`src/include/mbist_settings.svh`:
```
`ifndef MBIST_SETTINGS_SVH
`define MBIST_SETTINGS_SVH

// geometry of the 128 x 8 SRAM
`define MBIST_ADDR_W 7
`define MBIST_DATA_W 8

// number of words in the SRAM
`define MBIST_WORDS 128

// max reads in flight and depth of the expect queue
`define MBIST_CREDITS 4

// saturating mismatch counter
`define MBIST_FAILCNT_W 8

`endif

```
`src/rtl/mbistPkg.sv`:
```
`include "mbist_settings.svh"

package mbistPkg;

    typedef logic [`MBIST_ADDR_W-1:0] addrT;
    typedef logic [`MBIST_DATA_W-1:0] dataT;
    typedef logic [`MBIST_FAILCNT_W-1:0] failCntT;
    typedef logic [$clog2(`MBIST_CREDITS + 1)-1:0] creditT;   // must hold the full count

    typedef enum logic {
        ALGO_MSCAN,
        ALGO_MARCHC
    } algoT;

    typedef enum logic [1:0] {
        SEQ_IDLE,
        SEQ_RUN,
        SEQ_DRAIN,
        SEQ_DONE
    } seqStateT;

    typedef struct packed {
        logic valid;
        logic write;
        addrT addr;
        dataT data;
    } memReqT;

    typedef struct packed {
        logic valid;
        dataT data;
    } memRspT;

    // expected word for one outstanding read
    typedef struct packed {
        addrT addr;
        dataT data;
    } expectT;

    typedef struct packed {
        logic    busy;
        logic    done;
        logic    fail;
        failCntT failCount;
        addrT    failAddr;
    } bistStatusT;

endpackage

```
`src/rtl/marchSequencer.sv`:
```
`timescale 1ns/1ps
`include "mbist_settings.svh"

module marchSequencer (
    input  logic              CLK,
    input  logic              nRESET,
    input  logic              start,
    input  mbistPkg::algoT    algo,
    input  logic              creditReturn,
    input  logic              queueEmpty,
    output mbistPkg::memReqT  memReq,
    output logic              expPush,
    output mbistPkg::expectT  expData,
    output logic              busy,
    output logic              done
);
    import mbistPkg::*;

    // one march element; a pair is read then write at the same address
    typedef struct packed {
        logic doRead;
        logic doWrite;
        logic readOne;
        logic writeOne;
        logic down;
        logic last;
    } elemT;

    localparam addrT LAST_ADDR = addrT'(`MBIST_WORDS - 1);
    localparam creditT FULL_CREDITS = creditT'(`MBIST_CREDITS);

    seqStateT   state;
    algoT       algoReg;
    logic [2:0] elemIdx;
    logic       phase;      // set while on the write half of a pair
    addrT       addr;
    creditT     credits;

    elemT       cur;
    elemT       nxt;
    logic       isRead;
    logic       issue;
    logic       opDone;
    logic       addrDone;
    dataT       readWord;
    dataT       writeWord;

    function automatic elemT elemInfo(algoT a, logic [2:0] idx);
        elemT e;
        e = '{1'b0, 1'b0, 1'b0, 1'b0, 1'b0, 1'b1};
        if (a == ALGO_MSCAN) begin
            case (idx)
                3'd0: e = '{1'b0, 1'b1, 1'b0, 1'b0, 1'b0, 1'b0};   // w0 up
                3'd1: e = '{1'b1, 1'b0, 1'b0, 1'b0, 1'b0, 1'b0};   // r0 up
                3'd2: e = '{1'b0, 1'b1, 1'b0, 1'b1, 1'b0, 1'b0};   // w1 up
                3'd3: e = '{1'b1, 1'b0, 1'b1, 1'b0, 1'b0, 1'b1};   // r1 up
                default: e.last = 1'b1;
            endcase
        end else begin
            case (idx)
                3'd0: e = '{1'b0, 1'b1, 1'b0, 1'b0, 1'b0, 1'b0};   // w0 up
                3'd1: e = '{1'b1, 1'b1, 1'b0, 1'b1, 1'b0, 1'b0};   // r0,w1 up
                3'd2: e = '{1'b1, 1'b1, 1'b1, 1'b0, 1'b0, 1'b0};   // r1,w0 up
                3'd3: e = '{1'b1, 1'b1, 1'b0, 1'b1, 1'b1, 1'b0};   // r0,w1 down
                3'd4: e = '{1'b1, 1'b1, 1'b1, 1'b0, 1'b1, 1'b0};   // r1,w0 down
                3'd5: e = '{1'b1, 1'b0, 1'b0, 1'b0, 1'b0, 1'b1};   // r0 up
                default: e.last = 1'b1;
            endcase
        end
        return e;
    endfunction

    always_comb begin
        cur = elemInfo(algoReg, elemIdx);
        nxt = elemInfo(algoReg, elemIdx + 3'd1);
    end

    assign isRead    = cur.doRead && !phase;
    assign issue     = (state == SEQ_RUN) && (!isRead || credits != '0);   // reads need a credit
    assign opDone    = !(cur.doRead && cur.doWrite && !phase);
    assign addrDone  = (addr == (cur.down ? addrT'(0) : LAST_ADDR));
    assign readWord  = cur.readOne ? '1 : '0;
    assign writeWord = cur.writeOne ? '1 : '0;

    always_comb begin
        memReq.valid = issue;
        memReq.write = !isRead;
        memReq.addr  = addr;
        memReq.data  = isRead ? readWord : writeWord;
    end

    assign expPush      = issue && isRead;
    assign expData.addr = addr;
    assign expData.data = readWord;

    always_ff @(posedge CLK or negedge nRESET) begin
        if (!nRESET) begin
            credits <= FULL_CREDITS;
        end else begin
            case ({expPush, creditReturn})
                2'b10: credits <= credits - 1'b1;
                2'b01: credits <= credits + 1'b1;
                default: credits <= credits;     // take and return cancel
            endcase
        end
    end

    always_ff @(posedge CLK or negedge nRESET) begin
        if (!nRESET) begin
            state   <= SEQ_IDLE;
            algoReg <= ALGO_MSCAN;
            elemIdx <= '0;
            phase   <= 1'b0;
            addr    <= '0;
        end else begin
            case (state)
                SEQ_IDLE, SEQ_DONE: begin
                    if (start) begin
                        state   <= SEQ_RUN;
                        algoReg <= algo;
                        elemIdx <= '0;
                        phase   <= 1'b0;
                        addr    <= '0;               // first element always ascends
                    end
                end
                SEQ_RUN: begin
                    if (issue) begin
                        if (!opDone) begin
                            phase <= 1'b1;
                        end else begin
                            phase <= 1'b0;
                            if (addrDone) begin
                                if (cur.last) begin
                                    state <= SEQ_DRAIN;
                                end else begin
                                    elemIdx <= elemIdx + 3'd1;
                                    addr    <= nxt.down ? LAST_ADDR : '0;
                                end
                            end else if (cur.down) begin
                                addr <= addr - 1'b1;
                            end else begin
                                addr <= addr + 1'b1;
                            end
                        end
                    end
                end
                SEQ_DRAIN: begin
                    // all reads answered and checked
                    if (credits == FULL_CREDITS && queueEmpty) begin
                        state <= SEQ_DONE;
                    end
                end
                default: state <= SEQ_IDLE;
            endcase
        end
    end

    assign busy = (state == SEQ_RUN) || (state == SEQ_DRAIN);
    assign done = (state == SEQ_DONE);

endmodule

```
`src/rtl/expectQueue.sv`:
```
`timescale 1ns/1ps
`include "mbist_settings.svh"

module expectQueue (
    input  logic              CLK,
    input  logic              nRESET,
    input  logic              push,
    input  mbistPkg::expectT  pushData,
    input  logic              pop,
    input  logic              clear,
    output mbistPkg::expectT  head,
    output logic              empty
);
    import mbistPkg::*;

    localparam int DEPTH = `MBIST_CREDITS;
    localparam int PTR_W = $clog2(DEPTH);

    expectT           mem [DEPTH];
    logic [PTR_W-1:0] wrPtr;
    logic [PTR_W-1:0] rdPtr;
    creditT           count;     // depth equals the credit count

    function automatic logic [PTR_W-1:0] bump(logic [PTR_W-1:0] p);
        return (p == PTR_W'(DEPTH - 1)) ? '0 : p + 1'b1;
    endfunction

    always_ff @(posedge CLK) begin
        if (push) begin
            mem[wrPtr] <= pushData;
        end
    end

    always_ff @(posedge CLK or negedge nRESET) begin
        if (!nRESET) begin
            wrPtr <= '0;
            rdPtr <= '0;
            count <= '0;
        end else if (clear) begin
            wrPtr <= '0;
            rdPtr <= '0;
            count <= '0;
        end else begin
            if (push) begin
                wrPtr <= bump(wrPtr);
            end
            if (pop) begin
                rdPtr <= bump(rdPtr);
            end
            if (push && !pop) begin
                count <= count + 1'b1;
            end else if (pop && !push) begin
                count <= count - 1'b1;
            end
        end
    end

    assign head  = mem[rdPtr];
    assign empty = (count == '0);

endmodule

```
`src/rtl/responseChecker.sv`:
```
`timescale 1ns/1ps

module responseChecker (
    input  logic              CLK,
    input  logic              nRESET,
    input  logic              clear,
    input  mbistPkg::memRspT  memRsp,
    input  mbistPkg::expectT  head,
    output logic              pop,
    output logic              fail,
    output mbistPkg::failCntT failCount,
    output mbistPkg::addrT    failAddr
);
    import mbistPkg::*;

    localparam failCntT CNT_MAX = '1;

    logic mismatch;

    // responses come back in order, so the head is always the match
    assign pop      = memRsp.valid;
    assign mismatch = memRsp.valid && (memRsp.data != head.data);

    always_ff @(posedge CLK or negedge nRESET) begin
        if (!nRESET) begin
            fail      <= 1'b0;
            failCount <= '0;
            failAddr  <= '0;
        end else if (clear) begin
            fail      <= 1'b0;
            failCount <= '0;
            failAddr  <= '0;
        end else if (mismatch) begin
            fail <= 1'b1;
            if (failCount != CNT_MAX) begin
                failCount <= failCount + 1'b1;   // saturates
            end
            if (!fail) begin
                failAddr <= head.addr;           // first failure only
            end
        end
    end

endmodule

```
`src/rtl/mbistTop.sv`:
```
`timescale 1ns/1ps

module mbistTop (
    input  logic                 CLK,
    input  logic                 nRESET,
    input  logic                 start,
    input  mbistPkg::algoT       algo,
    input  mbistPkg::memRspT     memRsp,
    input  logic                 creditReturn,
    output mbistPkg::memReqT     memReq,
    output mbistPkg::bistStatusT status
);
    import mbistPkg::*;

    logic    expPush;
    logic    pop;
    logic    queueEmpty;
    logic    clear;
    logic    busy;
    logic    done;
    logic    fail;
    expectT  expData;
    expectT  queueHead;
    failCntT failCount;
    addrT    failAddr;

    // start only takes effect when the engine is idle or done
    assign clear = start && !busy;

    marchSequencer i_marchSequencer (
        .CLK          (CLK),
        .nRESET       (nRESET),
        .start        (start),
        .algo         (algo),
        .creditReturn (creditReturn),
        .queueEmpty   (queueEmpty),
        .memReq       (memReq),
        .expPush      (expPush),
        .expData      (expData),
        .busy         (busy),
        .done         (done)
    );

    expectQueue i_expectQueue (
        .CLK      (CLK),
        .nRESET   (nRESET),
        .push     (expPush),
        .pushData (expData),
        .pop      (pop),
        .clear    (clear),
        .head     (queueHead),
        .empty    (queueEmpty)
    );

    responseChecker i_responseChecker (
        .CLK       (CLK),
        .nRESET    (nRESET),
        .clear     (clear),
        .memRsp    (memRsp),
        .head      (queueHead),
        .pop       (pop),
        .fail      (fail),
        .failCount (failCount),
        .failAddr  (failAddr)
    );

    always_comb begin
        status.busy      = busy;
        status.done      = done;
        status.fail      = fail;
        status.failCount = failCount;
        status.failAddr  = failAddr;
    end

endmodule

```
`config.mk`:
```
export PLATFORM = sky130hd
export DESIGN_NAME = mbistTop
export DESIGN_NICKNAME = d
export VERILOG_FILES = /design/src/rtl/mbistPkg.sv /design/src/rtl/marchSequencer.sv /design/src/rtl/expectQueue.sv /design/src/rtl/responseChecker.sv /design/src/rtl/mbistTop.sv
export VERILOG_INCLUDE_DIRS = /design/src /design/src/include
export SDC_FILE = /design/constraint.sdc
export NUM_CORES = 1
export LEC_CHECK = 0
export ABC_AREA = 1
export BUFFER_PORTS_ARGS = -buffer_cell sky130_fd_sc_hd__buf_4
export CAP_MARGIN = 0
export CORE_MARGIN = 1
export CORE_UTILIZATION = 50
export DETAILED_ROUTE_END_ITERATION = 10
export HOLD_SLACK_MARGIN = 0.1
export PLACE_DENSITY = 0.7
export SYNTH_ARGS = -nofsm -noshare
export SYNTH_HDL_FRONTEND = slang
export SYNTH_SLANG_ARGS = --single-unit
export TNS_END_PERCENT = 10
```
`constraint.sdc`:
```
create_clock -name CLK -period 6.4 [get_ports CLK]
set_clock_uncertainty 0.1 [all_clocks]
set_input_delay 0.32 -clock CLK [delete_from_list [all_inputs] [get_ports CLK]]
set_output_delay 0.32 -clock CLK [all_outputs]
set_load 0.05 [all_outputs]
```
==> summary.md <==
| Metric | Value |
|---|---|
| Max IR drop VDD | 279.2 µV |
| Post-synthesis cell count | 497 |
| GR Overflow Total | 0 |
| CP Buf/Inv Count | 4 |
| Hold crit path type | primary input to register |
| Crit path max fanout | 9 |
| CTS tree | built |
| WL/cell | 12.71 µm |
| Seq/Total Area, Yosys | between 40% and 50% |
| Synth Area in Simple Gates | 28.52% |
| Place WS | ~3.4 ns |
| Hold_ws | ~0.21 ns |
| 1st-iter DRT viols | about 120 |
| IO buf count | 48 |
| Cell Count, Final, Fillers Out | about 640 |
| Initial antenna violation count | 0 |
| CP required | 6.52 ns |
| Fmax | 0.3325 GHz |
| ANT cells | 0 |
| Normalized max-slew margin | 38.96% |
| Cell count along the critical path | 18 |
| Final worst slack | around 3.4 ns |
| Compound-Gate Fraction of Synth Area | 6.370% |
| Clock-pin transition on the worst setup and hold timing paths | around 0.070 ns |
| LEAKAGE | 2.369 nW |
| WHS Endpoint | i_responseChecker.fail |
| Design area | 4803 µm² |
| Worst Path Arrival | 3.13 ns |
| Net Sw Frac | 49.42% |
| Main combinational cell family by area after synthesis | simple AND/OR/NAND/NOR gates |
| Crit path cell chain | ha_1 > ha_1 > inv_1 > nand2_2 > nand2_2 > inv_1 > ha_1 > nand2_1 > inv_1 > nand2_1 > nor2_1 > nand3_4 > nand2_2 > inv_2 > nor2_4 > nand2_1 > nand2_1 > nand2_1 |
| Delay of the slowest critical-path stage | between 0.4 and 0.5 ns |
| Cell taking the most area after synthesis | dfrtp_1 |
| Clock share of power | between 10% and 20% |
| Fin util | 58.46% |
| Largest buffer count on any clock path | 2 |
| RSZ-0062 raised after global routing | no |
| Die width | 94.12 µm |
| Share of power burned in registers | a little over 30% |
| CTS Sinks | 72 |
| DP Cell Count | between 600 and 700 |
| Most area-consuming cells after synthesis | dfrtp_1 23%, edfxtp_1 23%, nand2_1 11% |
| Die ar. | 8858 µm² |
| Cell Pwr Density | 490.1 nW/µm² |
| Setup tns final | 0 ns |
| Site Rows | 33 |
| Post-synth cell types | 31 |
| Pre-Repair DR Iteration Count | 4 |
| Area of the multi-input gates | roughly 1900 µm² |
| Via count | 3,324 |
| Setup violators final | 0 |
| Worst skew pair latency | approximately 0.33 ns |
| Worst r2r src | i_marchSequencer.elemIdx[0] |
| Yosys reg bits | 72 |
| Synth top area share | 23.00% |
| Post-route clock period utilization | between 40% and 50% |
| Crit start category | register |
| Gpl congestion | 0.9070 |
| CP top delay family | simple AND/OR/NAND/NOR gates |
| Final Power | between 2 and 2.5 mW |
| Multiplexer area fraction after synthesis | 0.2654% |
| R2R setup slack | 3.39 ns |
| Xor and xnor fraction of the mapped netlist area | between 1.5 and 2% |
| Fillers | 753 |
| WS Path Type | register to register |
| Max-capacitance violation count | 0 |
| H-tree levels | 3 |
| Fin nets | 570 |
| Comb power frac | 53.2% |
| Crit-path slowest cell | dfrtp_1 |
| Largest net degree at the start of global routing | 41 |
| Outcome | complete, no violations |
| Post-Syn Area | 4243 µm² |
| Final Hold Vio Count | 0 |
| Share of post-route cells with drive strength above 1 | 18.06% |
| Initial Util | 51.64% |
| Total Wirelength | between 8000 and 9000 µm |
| Register area | 1963 µm² |
| Antenna Nets Post-Route | 0 |
| Reg2reg end | i_marchSequencer.state[1] |
| Layout area overhead | 13.21% |
| Post-CTS sizing | 0 |
| Net Sw Power | approximately 1.2 mW |
| Min-Delay Startpoint | memRsp[8] |
| TritonCTS buffer count | 9 |
| Total global-route track usage | 20.05% |
| CP Launch Point | i_marchSequencer.elemIdx[0] |
| DIE HEIGHT | approximately 94 µm |
| Clock root buffer | clkbuf_8 |
| Synthesized net count | roughly 540 |
| Syn. warnings | 0 |
| Post-CTS Hold Fix Bufs | 2 |
| Max-slew violations | 0 |
| Vias in the first global route | 3,112 |
| Mean area per synthesized cell | 8.537 µm² |
| Post-CTS Setup Bufs | 0 |
| DP Area | 4564 µm² |
| I/O pin total | 49 |
| Routed vias/inst | 5.178 |
| Slew @ Worst Pin | 0.9134 ns |
| Adder-Cell Fraction of Synth Area | 7.608% |
| Total core area | 8217 µm² |
| Internal | 1.191 mW |
| Endpoint type of the worst setup path | register |
| Top cell by count, worst path | nand2_1 |
| Min Tclk post-route | 3.008 ns |
| First-pass GRT wire length | 13,850 µm |
| Worst hold path depth | 3 |
| HPWL after DPL | 5852 µm |
| R2R depth | 18 |
| DR DRC count | 0 |
-- cell families after synthesis --
logic type | after synthesis
compound gates | 51
xor+xnor | 8
fa+ha+maj | 24
buf+inv | 86
flops | 72
mux | 1
simple gates | 255
-- registers in the layout, summed over array words and instances, names as in the netlist --
name	cells
i_responseChecker.failCount	8
i_marchSequencer.addr	7
i_expectQueue.wrPtr	2
i_marchSequencer.phase	1
i_marchSequencer.algoReg	1
i_marchSequencer.state	2
i_expectQueue.count	3
i_expectQueue.mem	32
i_responseChecker.failAddr	7
i_expectQueue.rdPtr	2
i_marchSequencer.credits	3
i_marchSequencer.elemIdx	3
i_responseChecker.fail	1
-- worst register-to-register path: cells and delay by family, from the launching register on --
kind                       cells  cell delay [ns]
and+or+nand+nor               11             1.14
adders and majority gates      3             0.85
DFF                            1             0.44
buffers and inverters          4             0.38
-- worst max path at each step --
stage	slack [ns]	end
2_1_floorplan	2.95	memReq[1]
4_1_cts	3.36	memReq[6]
3_3_place_gp	3.52	i_marchSequencer.state[0]
6_report	3.39	i_marchSequencer.state[1]
3_5_place_dp	3.39	i_marchSequencer.state[1]
5_1_grt	3.16	i_marchSequencer.elemIdx[2]
-- routing by layer --
| layer | global-route usage, % | routed length [µm] |
|---|---|---|
| met3 | 3.398 | 284 |
| met4 | 5.385 | 36 |
| met2 | 34.12 | 4035 |
| met1 | 26.30 | 3803 |
| met5 | 0 | 0 |
-- power groups by stage --
stage                     clock network, mW  logic (mW)  registers (mW)
final                                 0.390        1.25           0.712
after detailed placement                  0        1.25           0.721
after floorplan                           0       0.975           0.768
after CTS                             0.401        1.26           0.712
after global placement                    0        1.23           0.717
after global routing                  0.421        1.38           0.731
-- Yosys cell counts --
| cell | number |
|---|---|
| nand2_1 | 129 |
| inv_1 | 55 |
| dfrtp_1 | 39 |
| nor2_1 | 38 |
| nand3_1 | 37 |
| edfxtp_1 | 32 |
| o21ai_0 | 27 |
| ha_1 | 21 |
| buf_4 | 18 |
| nand4_1 | 15 |
| a21oi_1 | 13 |
| nand2_2 | 12 |
| o22ai_1 | 8 |
| inv_2 | 5 |
| nor2_4 | 5 |
| nor3_1 | 5 |
| xor2_1 | 5 |
| buf_2 | 4 |
| clkbuf_1 | 4 |
| nand3b_1 | 4 |
| fa_1 | 3 |
| nand3_2 | 3 |
| nand3_4 | 3 |
| xnor2_1 | 3 |
| a31oi_1 | 2 |
| nand2_4 | 2 |
| dfstp_2 | 1 |
| mux2_2 | 1 |
| nor2_2 | 1 |
| o211ai_1 | 1 |
| or2_2 | 1 |
-- cells in the final DEF (no fill, tap or decap), types with 3 or more instances in the layout --
cell type / n
ha_1: 21
nor2_1: 38
inv_1: 55
xnor2_1: 3
nand3_4: 3
a21oi_1: 13
nand2_1: 129
inv_2: 5
nor3_1: 5
nand3_2: 3
o21ai_0: 27
nor2_4: 5
fa_1: 3
nand2_2: 12
o22ai_1: 8
dfrtp_1: 39
edfxtp_1: 32
xor2_1: 5
nand4_1: 15
nand3b_1: 4
nand3_1: 37
buf_4: 48
clkbuf_8: 9
-- layout make-up --
class                           instances  share of cell area [%]
Tap cell                              105                   2.735
Clock inverter                          6                   1.902
Sequential cell                        72                   40.87
Timing Repair Buffer                   50                   7.919
Multi-Input combinational cell        339                   39.23
Inverter                               60                   4.689
Clock buffer                           10                   2.657
Note: power is estimated with default switching activity, not from simulation.
